===== src/mic_meter_macros.svh =====
`ifndef MIC_METER_MACROS_SVH
`define MIC_METER_MACROS_SVH

//------------------------------------------------------------
// Clocking

`define CLK_MHZ          50   // Board oscillator
`define MIC_SCK_DIV      4    // clk cycles per half sck
`define TM_BIT_DIV       4    // clk cycles per half tm_clk

//------------------------------------------------------------
// Widths and counts

`define MIC_W_SAMPLE     24   // INMP441 word width
`define W_LED            8    // TM1638 LED row
`define W_KEY            8    // TM1638 keys
`define W_BOARD_KEY      2    // Onboard push buttons
`define W_DIGIT          8    // Seven-segment digits

//------------------------------------------------------------
// Level meter

`define WINDOW_SAMPLES   16   // Samples per peak window

`endif


===== src/mic_meter_pkg.sv =====
`include "mic_meter_macros.svh"

package mic_meter_pkg;

    //------------------------------------------------------------
    // Seven-segment coding, bit a in the MSB, dp off

    function automatic logic [7:0] hex_to_segments (input logic [3:0] nibble);
        logic [7:0] abcdefgh;
        case (nibble)
            4'h0: abcdefgh = 8'hFC;
            4'h1: abcdefgh = 8'h60;
            4'h2: abcdefgh = 8'hDA;
            4'h3: abcdefgh = 8'hF2;
            4'h4: abcdefgh = 8'h66;
            4'h5: abcdefgh = 8'hB6;
            4'h6: abcdefgh = 8'hBE;
            4'h7: abcdefgh = 8'hE0;
            4'h8: abcdefgh = 8'hFE;
            4'h9: abcdefgh = 8'hF6;
            4'hA: abcdefgh = 8'hEE;
            4'hB: abcdefgh = 8'h3E;   // Lower case b
            4'hC: abcdefgh = 8'h9C;
            4'hD: abcdefgh = 8'h7A;   // Lower case d
            4'hE: abcdefgh = 8'h9E;
            default: abcdefgh = 8'h8E;
        endcase
        return abcdefgh;
    endfunction

    // Index of highest set bit plus one
    function automatic logic [4:0] bit_length (input logic [`MIC_W_SAMPLE - 1:0] value);
        logic [4:0] len;
        len = '0;
        for (int i = 0; i < `MIC_W_SAMPLE; i++)
            if (value [i])
                len = 5' (i + 1);       // Last hit wins
        return len;
    endfunction

    // Thermometer bar, one LED per 3 bits of level
    function automatic logic [`W_LED - 1:0] bar_leds (input logic [4:0] len);
        logic [4:0]          lit;
        logic [`W_LED - 1:0] bar;
        lit = len / 5'd3;
        if (lit > 5' (`W_LED))
            lit = 5' (`W_LED);        // Saturate at full row
        for (int i = 0; i < `W_LED; i++)
            bar [i] = i < lit;          // Fill from bit 0
        return bar;
    endfunction

endpackage


===== src/display_if.sv =====
`timescale 1ns/1ps
`include "mic_meter_macros.svh"

interface display_if;

    logic [`W_DIGIT - 1:0][7:0] seg;          // abcdefgh per digit, digit 0 rightmost
    logic [`W_LED   - 1:0]      led;          // LED row, bit 0 first
    logic [`W_KEY   - 1:0]      keys;         // Key byte from last read frame
    logic                       keys_strobe;  // One cycle on keys update

    // Display producer side
    modport meter
    (
        output seg,
        output led,
        input  keys,
        input  keys_strobe
    );

    // Serial bus side
    modport ctl
    (
        input  seg,
        input  led,
        output keys,
        output keys_strobe
    );

endinterface


===== src/i2s_mic_receiver.sv =====
`timescale 1ns/1ps
`include "mic_meter_macros.svh"

module i2s_mic_receiver
(
    input                               clk,
    input                               rst,
    output logic                        mic_sck,
    output                              mic_ws,
    output                              mic_lr,
    input                               mic_sd,
    output        [`MIC_W_SAMPLE - 1:0] sample,
    output logic                        sample_valid
);

    localparam w_div = $clog2 (`MIC_SCK_DIV + 1);

    //------------------------------------------------------------
    // Bit clock and frame position

    logic [w_div - 1:0]         div_cnt;       // clk cycles within half sck
    logic [5:0]                 bit_cnt;       // sck period within frame
    logic [`MIC_W_SAMPLE - 1:0] shift;         // Left word, MSB first

    wire half_end = div_cnt == w_div' (`MIC_SCK_DIV - 1);
    wire sck_rise = half_end & ~mic_sck;
    wire sck_fall = half_end &  mic_sck;

    // Left word occupies periods 1..24, one period after ws edge
    wire capture  = sck_rise
                    && bit_cnt >= 6'd1
                    && bit_cnt <= 6' (`MIC_W_SAMPLE);
    wire last_bit = sck_rise && bit_cnt == 6' (`MIC_W_SAMPLE);

    always_ff @(posedge clk)
    begin
        if (rst)
        begin
            div_cnt      <= '0;
            mic_sck      <= 1'b0;
            bit_cnt      <= '0;
            sample_valid <= 1'b0;
        end
        else
        begin
            div_cnt      <= half_end ? '0 : div_cnt + 1'b1;
            sample_valid <= last_bit;           // Single pulse per frame

            if (half_end)
                mic_sck <= ~mic_sck;

            if (sck_fall)
                bit_cnt <= bit_cnt + 1'b1;      // Wraps every 64 periods
        end
    end

    //------------------------------------------------------------
    // Data capture

    always_ff @(posedge clk)
    begin
        if (capture)
            shift <= {shift [`MIC_W_SAMPLE - 2:0], mic_sd};
    end

    assign sample = shift;                      // Stable outside left slot
    assign mic_ws = bit_cnt [5];                // Low for left half
    assign mic_lr = 1'b0;                       // Mic strapped to left channel

endmodule


===== src/level_meter.sv =====
`timescale 1ns/1ps
`include "mic_meter_macros.svh"

module level_meter
(
    input                               clk,
    input                               rst,
    input         [`MIC_W_SAMPLE - 1:0] sample,
    input                               sample_valid,
    display_if.meter                    disp
);

    localparam w_win = $clog2 (`WINDOW_SAMPLES);

    logic [`MIC_W_SAMPLE - 1:0] mag;            // Absolute sample value
    logic                       mag_valid;
    logic [`MIC_W_SAMPLE - 1:0] run_peak;       // Max within current window
    logic [`MIC_W_SAMPLE - 1:0] shown_peak;     // Published, frozen on hold
    logic [w_win - 1:0]         win_cnt;
    logic [`W_KEY - 1:0]        key_code;       // Latched key byte

    wire [`MIC_W_SAMPLE - 1:0] new_peak = mag > run_peak ? mag : run_peak;
    wire                       hold     = disp.keys [0];
    wire                       win_last = win_cnt == w_win' (`WINDOW_SAMPLES - 1);

    //------------------------------------------------------------
    // Magnitude stage

    always_ff @(posedge clk)
    begin
        if (sample_valid)
            mag <= sample [`MIC_W_SAMPLE - 1] ? ~sample + 1'b1 : sample;
    end

    //------------------------------------------------------------
    // Window peak

    always_ff @(posedge clk)
    begin
        if (rst)
        begin
            mag_valid  <= 1'b0;
            run_peak   <= '0;
            shown_peak <= '0;
            win_cnt    <= '0;
        end
        else
        begin
            mag_valid <= sample_valid;

            if (mag_valid)
            begin
                if (win_last)
                begin
                    run_peak <= '0;             // Fresh window
                    win_cnt  <= '0;
                    if (~hold)
                        shown_peak <= new_peak;
                end
                else
                begin
                    run_peak <= new_peak;
                    win_cnt  <= win_cnt + 1'b1;
                end
            end
        end
    end

    always_ff @(posedge clk)
    begin
        if (rst)
            key_code <= '0;
        else if (disp.keys_strobe)
            key_code <= disp.keys;              // Only on fresh read
    end

    //------------------------------------------------------------
    // Display patterns

    always_comb
    begin
        for (int i = 0; i < `MIC_W_SAMPLE / 4; i++)
            disp.seg [i] = mic_meter_pkg::hex_to_segments (shown_peak [4 * i +: 4]);

        // Two leftmost digits show the key code
        disp.seg [`W_DIGIT - 2] = mic_meter_pkg::hex_to_segments (key_code [3:0]);
        disp.seg [`W_DIGIT - 1] = mic_meter_pkg::hex_to_segments (key_code [7:4]);

        disp.led = mic_meter_pkg::bar_leds (mic_meter_pkg::bit_length (shown_peak));
    end

endmodule


===== src/tm1638_controller.sv =====
`timescale 1ns/1ps
`include "mic_meter_macros.svh"

module tm1638_controller
(
    input               clk,
    input               rst,
    display_if.ctl      disp,
    output logic        tm_stb,
    output logic        tm_clk,
    output logic        tm_dio_out,
    output logic        tm_dio_oe,
    input               tm_dio_in
);

    //------------------------------------------------------------
    // Byte positions within a refresh frame

    localparam logic [4:0] pos_data_cmd = 5'd0,   // 0x40 alone
                           pos_addr_cmd = 5'd1,   // 0xC0, then display data
                           pos_data_0   = 5'd2,
                           pos_data_end = 5'd17,
                           pos_ctrl_cmd = 5'd18,  // 0x8F alone
                           pos_read_cmd = 5'd19,  // 0x42, then key reads
                           pos_read_0   = 5'd20,
                           pos_last     = 5'd23;

    localparam w_div = $clog2 (`TM_BIT_DIV + 1);

    typedef enum logic [1:0]
    {
        st_gap,                                   // stb high between groups
        st_stb,                                   // stb low, clk still high
        st_clk_lo,
        st_clk_hi
    } state_t;

    state_t                     state;
    logic [w_div - 1:0]         div_cnt;          // Half-bit timer
    logic [4:0]                 pos;              // Current byte in frame
    logic [2:0]                 bit_cnt;
    logic [7:0]                 shift;            // Outgoing byte, LSB first
    logic [7:0]                 rx;               // Incoming byte, LSB first
    logic [5:0]                 key_acc;          // Keys from reads 0..2
    logic [`W_DIGIT - 1:0][7:0] seg_snap;         // Frame-start copy
    logic [`W_LED - 1:0]        led_snap;
    logic [7:0]                 load_byte;        // Next byte to shift out
    logic [4:0]                 data_idx;

    wire       tick      = div_cnt == w_div' (`TM_BIT_DIV - 1);
    wire       is_read   = pos >= pos_read_0;
    wire       group_end = pos == pos_data_cmd || pos == pos_data_end
                           || pos == pos_ctrl_cmd || pos == pos_last;
    wire [7:0] rx_next   = {tm_dio_in, rx [7:1]};
    wire [4:0] load_pos  = state == st_gap ? pos : pos + 1'b1;

    //------------------------------------------------------------
    // Byte selection

    always_comb
    begin
        data_idx = load_pos - pos_data_0;         // Even seg, odd LED
        case (load_pos)
            pos_data_cmd: load_byte = 8'h40;      // Write, auto increment
            pos_addr_cmd: load_byte = 8'hC0;      // Start at address 0
            pos_ctrl_cmd: load_byte = 8'h8F;      // Display on, max brightness
            pos_read_cmd: load_byte = 8'h42;      // Read key scan
            default:
            begin
                if (load_pos <= pos_data_end)
                    load_byte = data_idx [0] ? {7'b0, led_snap [data_idx [3:1]]}
                                             : seg_snap [data_idx [3:1]];
                else
                    load_byte = 8'h00;            // Read slot, dio released
            end
        endcase
    end

    //------------------------------------------------------------
    // Frame FSM

    always_ff @(posedge clk)
    begin
        if (rst)
        begin
            state            <= st_gap;
            div_cnt          <= '0;
            pos              <= '0;
            bit_cnt          <= '0;
            disp.keys        <= '0;
            disp.keys_strobe <= 1'b0;
        end
        else
        begin
            div_cnt          <= tick ? '0 : div_cnt + 1'b1;
            disp.keys_strobe <= 1'b0;

            if (tick)
            begin
                case (state)
                    st_gap:
                    begin
                        if (pos == pos_data_cmd)
                        begin
                            seg_snap <= disp.seg;         // New frame
                            led_snap <= disp.led;
                        end
                        shift <= load_byte;
                        state <= st_stb;
                    end
                    st_stb:    state <= st_clk_lo;
                    st_clk_lo: state <= st_clk_hi;
                    st_clk_hi:
                    begin
                        rx      <= rx_next;
                        bit_cnt <= bit_cnt + 1'b1;        // Wraps after bit 7
                        shift   <= shift >> 1;
                        state   <= st_clk_lo;

                        if (bit_cnt == 3'd7)
                        begin
                            if (pos == pos_last)
                            begin
                                disp.keys        <= {rx_next [4], rx_next [0], key_acc};
                                disp.keys_strobe <= 1'b1;
                            end
                            else if (is_read)
                            begin
                                key_acc [2 * pos [1:0]]     <= rx_next [0];
                                key_acc [2 * pos [1:0] + 1] <= rx_next [4];
                            end

                            pos <= pos == pos_last ? '0 : pos + 1'b1;

                            if (group_end)
                                state <= st_gap;          // Raise stb
                            else
                                shift <= load_byte;       // Next byte, same group
                        end
                    end
                    default: state <= st_gap;
                endcase
            end
        end
    end

    //------------------------------------------------------------
    // Pin registers, one cycle behind the FSM

    always_ff @(posedge clk)
    begin
        if (rst)
        begin
            tm_stb    <= 1'b1;
            tm_clk    <= 1'b1;
            tm_dio_oe <= 1'b0;
        end
        else
        begin
            tm_stb    <= state == st_gap;
            tm_clk    <= state != st_clk_lo;
            tm_dio_oe <= state != st_gap && !is_read;
        end
    end

    always_ff @(posedge clk)
    begin
        tm_dio_out <= shift [0];                  // Changes with falling tm_clk
    end

endmodule


===== src/board_top.sv =====
`timescale 1ns/1ps
`include "mic_meter_macros.svh"

module board_top
(
    input                        clk,
    input                        rst,

    input  [`W_BOARD_KEY - 1:0]  key,          // Active low buttons
    input  [1:0]                 sw,           // Reserved
    output [`W_LED - 1:0]        led,

    output                       mic_sck,
    output                       mic_ws,
    output                       mic_lr,
    input                        mic_sd,

    output                       tm_stb,
    output                       tm_clk,
    output                       tm_dio_out,
    output                       tm_dio_oe,
    input                        tm_dio_in
);

    //------------------------------------------------------------

    wire [`MIC_W_SAMPLE - 1:0] sample;
    wire                       sample_valid;

    display_if meter_bus ();                   // Meter view, merged keys
    display_if tm_bus    ();                   // Controller view

    // Board buttons share the low key bits with the TM1638 keys
    assign meter_bus.keys        = tm_bus.keys
                                   | {{(`W_KEY - `W_BOARD_KEY) {1'b0}}, ~key};
    assign meter_bus.keys_strobe = tm_bus.keys_strobe;

    assign tm_bus.seg = meter_bus.seg;
    assign tm_bus.led = meter_bus.led;
    assign led        = meter_bus.led;         // Onboard LEDs mirror the bar

    //------------------------------------------------------------

    i2s_mic_receiver i_mic
    (
        .clk          ( clk          ),
        .rst          ( rst          ),
        .mic_sck      ( mic_sck      ),
        .mic_ws       ( mic_ws       ),
        .mic_lr       ( mic_lr       ),
        .mic_sd       ( mic_sd       ),
        .sample       ( sample       ),
        .sample_valid ( sample_valid )
    );

    level_meter i_meter
    (
        .clk          ( clk          ),
        .rst          ( rst          ),
        .sample       ( sample       ),
        .sample_valid ( sample_valid ),
        .disp         ( meter_bus    )
    );

    tm1638_controller i_ledkey
    (
        .clk          ( clk          ),
        .rst          ( rst          ),
        .disp         ( tm_bus       ),
        .tm_stb       ( tm_stb       ),
        .tm_clk       ( tm_clk       ),
        .tm_dio_out   ( tm_dio_out   ),
        .tm_dio_oe    ( tm_dio_oe    ),
        .tm_dio_in    ( tm_dio_in    )
    );

endmodule


===== config.mk =====
export PLATFORM = sky130hd
export DESIGN_NAME = board_top
export DESIGN_NICKNAME = d
export VERILOG_FILES = /design/src/mic_meter_pkg.sv /design/src/display_if.sv /design/src/i2s_mic_receiver.sv /design/src/level_meter.sv /design/src/tm1638_controller.sv /design/src/board_top.sv
export VERILOG_INCLUDE_DIRS = /design/src
export SDC_FILE = /design/constraint.sdc
export NUM_CORES = 1
export LEC_CHECK = 0
export BUFFER_PORTS_ARGS = -buffer_cell sky130_fd_sc_hd__buf_2
export CORE_AREA = 5 5 152 191
export DETAILED_ROUTE_END_ITERATION = 7
export DIE_AREA = 0 0 157 196
export PLACE_DENSITY = 0.79
export SYNTH_ARGS = -nofsm -noshare
export SYNTH_HDL_FRONTEND = slang
export SYNTH_HIERARCHICAL = 1
export SYNTH_SLANG_ARGS = --single-unit

===== constraint.sdc =====
create_clock -name clk -period 11.9 [get_ports clk]
set_clock_uncertainty 0.2 [all_clocks]
set_input_delay 2.38 -clock clk [delete_from_list [all_inputs] [get_ports clk]]
set_output_delay 2.38 -clock clk [all_outputs]
set_load 0.005 [all_outputs]

==> impl_metrics.py <==
metrics = {
    "clock_tree": {
        "cts_buffers": 28,
        "cts_tree": "built",
        "htreeDepth": 1,
        "max-clock-path-buffers": 3,
        "cts_resized": 0,
        "cts_sinks": 295,
        "ctsRootBufferMaster": "clkbuf_16",
        "postCtsSetupBuffers": 0,
        "postCtsHoldBufs": 0,
        "clkLatencyLatePin_ns": 0.54,
        "path_clk_slew_ns": 0.07,
    },
    "route": {
        "first_pass_iters": 5,
        "drc": 0,
        "ant_nets": 0,
        "routed_wl_um": 26400,
        "drt_iter0_drc": 696,
        "viasPerCell": 5.60,
        "wl_per_cell_um": 16.0,
        "routed-via-count": 9230,
    },
    "placement": {
        "dp.cells": 1595,
        "dp_slack_ns": 5.95,
        "place_area_mm2": 0.0149,
        "io_buffers": 19,
        "gp_congestion": 0.817,
        "dp_hpwl_um": 18800,
    },
    "critical_path": {
        "r2r_start": "i_meter/mag[11]",
        "cp_max_fo": 5,
        "crit_cells": 13,
        "cp-end-kind": "output port",
        "path_cells": "nor2_1 > o31ai_1 > a211oi_1 > o31ai_1 > a31oi_1 > nor2_1 > ha_1 > nor2_1 > o21a_1 > nor3_1 > a2111oi_0 > o31ai_1 > buf_2",
        "path_buf_inv": 1,
        "worst_path_max_delay_cell": "a2111oi_0",
        "crit_type": "flip-flop to output port",
        "cpLargestDelayFamily": "compound AO/OA/AOI/OAI gates",
        "cp.required_ns": 9.32,
        "reg2reg_to": "i_meter/disp.seg[26]",
        "r2r_cells": 13,
        "arrival_ns": 3.99,
        "reg2reg_slack_ns": 7.92,
        "worst_path_largest_cell_delay_ns": 0.65,
        "start_kind": "flip-flop",
    },
    "worst_hold_path": {
        "holdPathEnd": "i_ledkey/tm_dio_out",
        "min_from": "i_ledkey/shift[0]",
        "hold_path_class": "flip-flop to flip-flop",
        "hold_depth": 0,
    },
    "sta": {
        "period_minus_slack_ns": 6.57,
        "maxSlewViolCount": 0,
        "rsz0062_at_grt": "no",
        "finalSetupViolations": 0,
        "fmax_mhz": 152,
        "tightest_slew_ns": 1.08,
        "fin_tns_setup_ns": 0,
        "finalHoldViolCount": 0,
        "fin_ws_ns": 5.33,
        "timing.final.crit_share_pct": 55.2,
        "slew_headroom_pct": 27.7,
    },
    "layout": {
        "design_area_mm2": 0.0158,
        "fin_util_pct": 58.3,
        "layout-drive-gt1-share_pct": 13.2,
        "diodes": 0,
        "area_growth_pct": 8.26,
        "fin_nets": 1384,
        "final-instance-count-excl-fill": 1647,
        "nFillCells": 2187,
    },
    "die": {
        "dieArea_mm2": 0.0308,
        "die_width_um": 157,
        "die_y_um": 196,
        "io-pin-count": 23,
        "coreArea_mm2": 0.0271,
        "start_util_pct": 53.9,
        "num_rows": 68,
    },
    "global_routing": {
        "antenna_found_initial": 0,
        "grt_pass1_wl_um": 44000,
        "grt-ovfl-total": 0,
        "grt_pass1_vias": 9081,
        "grtUsageTotal_pct": 17.1,
        "grt_max_degree": 76,
    },
    "synth": {
        "synth_edf_count": 141,
        "synth_area_per_cell_um2": 11.4,
        "yosysSeqAreaShare_pct": 50.0,
        "synthesis.area_mm2": 0.0146,
        "synthFlopType": "dfxtp_1",
        "synth_seq_cells": 295,
        "synth-async-reset-ratio_pct": 0,
        "ys_types": 81,
        "synthCells": 1277,
        "synth-warning-count": 6,
    },
    "power": {
        "p_leak_nw": 5.43,
        "ir_worst_vdd_v": 0.0000887,
        "p_per_area_mw_per_mm2": 125,
    },
    "run": {
        "drv_cap": 0,
    },
    "status": {
        "outcome": "completed",
    },
}
[synthesized netlist by cell type (all sizes together), types with 7 or more instances]
cell	n	area share [%]
nand3b	11	0.56
nand3	19	0.65
nand2	59	1.5
mux2	7	0.56
mux2i	59	4.0
nor3b	11	0.56
o31ai	20	1.6
o21ai	34	1.2
mux4	20	3.3
a211o	8	0.54
inv	90	2.3
nor2	119	3.1
o31a	12	0.72
nor4	9	0.43
and3	21	1.1
o21a	7	0.37
edfxtp	141	29
dfxtp	154	21
xor2	11	0.66
and2	14	0.70
ha	101	8.6
o211ai	10	0.72
clkbuf	30	0.77
a31oi	12	1.1
a22oi	43	2.2
nand2b	10	0.43
nor3	18	0.62
xnor2	29	1.7
a211oi	7	0.39
buf	36	1.8
or3	15	0.65
or2	7	0.30
a21oi	64	2.4
[logic make-up (layout without fill, tap and decap cells)]
| family | count (synthesis) | count (layout) | share of synthesized area, % |
|---|---|---|---|
| AOI/OAI and AO/OA | 257 | 257 | 13.9 |
| xor gates and xnor gates | 41 | 41 | 2.55 |
| adders and majority gates | 101 | 101 | 8.64 |
| buffers and inverters | 158 | 171 | 4.98 |
| DFF | 295 | 295 | 50.0 |
| muxes | 86 | 86 | 7.94 |
| other | 2 | 9 | 0.0514 |
| and+or+nand+nor | 337 | 337 | 11.9 |
[placed cells by master (no fill, tap or decap), types with 10 or more instances in the layout]
cell type	count
mux2i_1	59
o21ai_0	25
inv_1	78
ha_1	101
mux4_1	10
xor2_1	11
nor2_1	118
o31a_1	12
clkbuf_16	31
nand2_1	58
nor3b_1	11
nand2b_1	10
mux4_2	10
nor3_1	17
xnor2_1	29
a22oi_1	43
buf_2	19
o31ai_1	14
and3_1	15
edfxtp_1	141
nand3b_1	11
nand3_1	19
a21oi_1	56
inv_2	11
or3_1	14
dfxtp_1	154
[power breakdown]
part,total (W),internal (W),switching (W)
registers,0.00107,0.00106,0.00000259
logic,0.0000249,0.00000818,0.0000167
clock network,0.000892,0.000508,0.000385
[stage by stage]
stage          total power, W  hold WS [ns]
2_1_floorplan         0.00111         0.123
3_5_place_dp          0.00111         0.139
6_report              0.00198         0.147
4_1_cts               0.00200         0.154
3_3_place_gp          0.00111         0.131
5_1_grt               0.00205         0.165
[cell type report]
type | count | area (um^2) | share of cell area [%]
clock buffers | 36 | 805 | 5.08
clock inverters | 16 | 143 | 0.901
inverters | 92 | 348 | 2.20
multi-input cells | 831 | 6620 | 41.8
flip-flops and latches | 295 | 7320 | 46.2
well taps | 350 | 438 | 2.77
repair buffers | 27 | 155 | 0.980
[worst max-delay path by stage]
stage	startpoint	to
after floorplan	rst	i_ledkey/led_snap[0]
after global placement	i_meter/shown_peak[5]	led[2]
after detailed placement	i_meter/shown_peak[5]	led[2]
after CTS	i_meter/shown_peak[5]	led[2]
after global routing	i_meter/shown_peak[5]	led[2]
final	i_meter/shown_peak[6]	led[2]
[state kept, by name, summed over array words and instances, names as in the netlist, 4 cells and up]
register and count:
i_ledkey/seg_snap 64, i_meter/disp.seg 56, i_meter/mag 24, i_meter/run_peak 24, i_meter/shown_peak 24, i_mic/sample 24
i_ledkey/disp.keys 8, i_ledkey/led_snap 8, i_ledkey/shift 8, i_meter/key_code 8, i_ledkey/rx 7, i_ledkey/key_acc 6
i_mic/bit_cnt 6, i_ledkey/pos 5, i_meter/win_cnt 4
[metal layers]
metal  vias to the layer above  share of wire (%)  global-route usage [%]
met2                       158                 52                    31.1
met1                      4417                 42                    21.3
met4                         0                2.2                    4.86
li1                       4614                  -                       -
met3                        41                3.7                    2.01
met5                         -                  0                       0
Note: power is estimated with default switching activity, not from simulation.
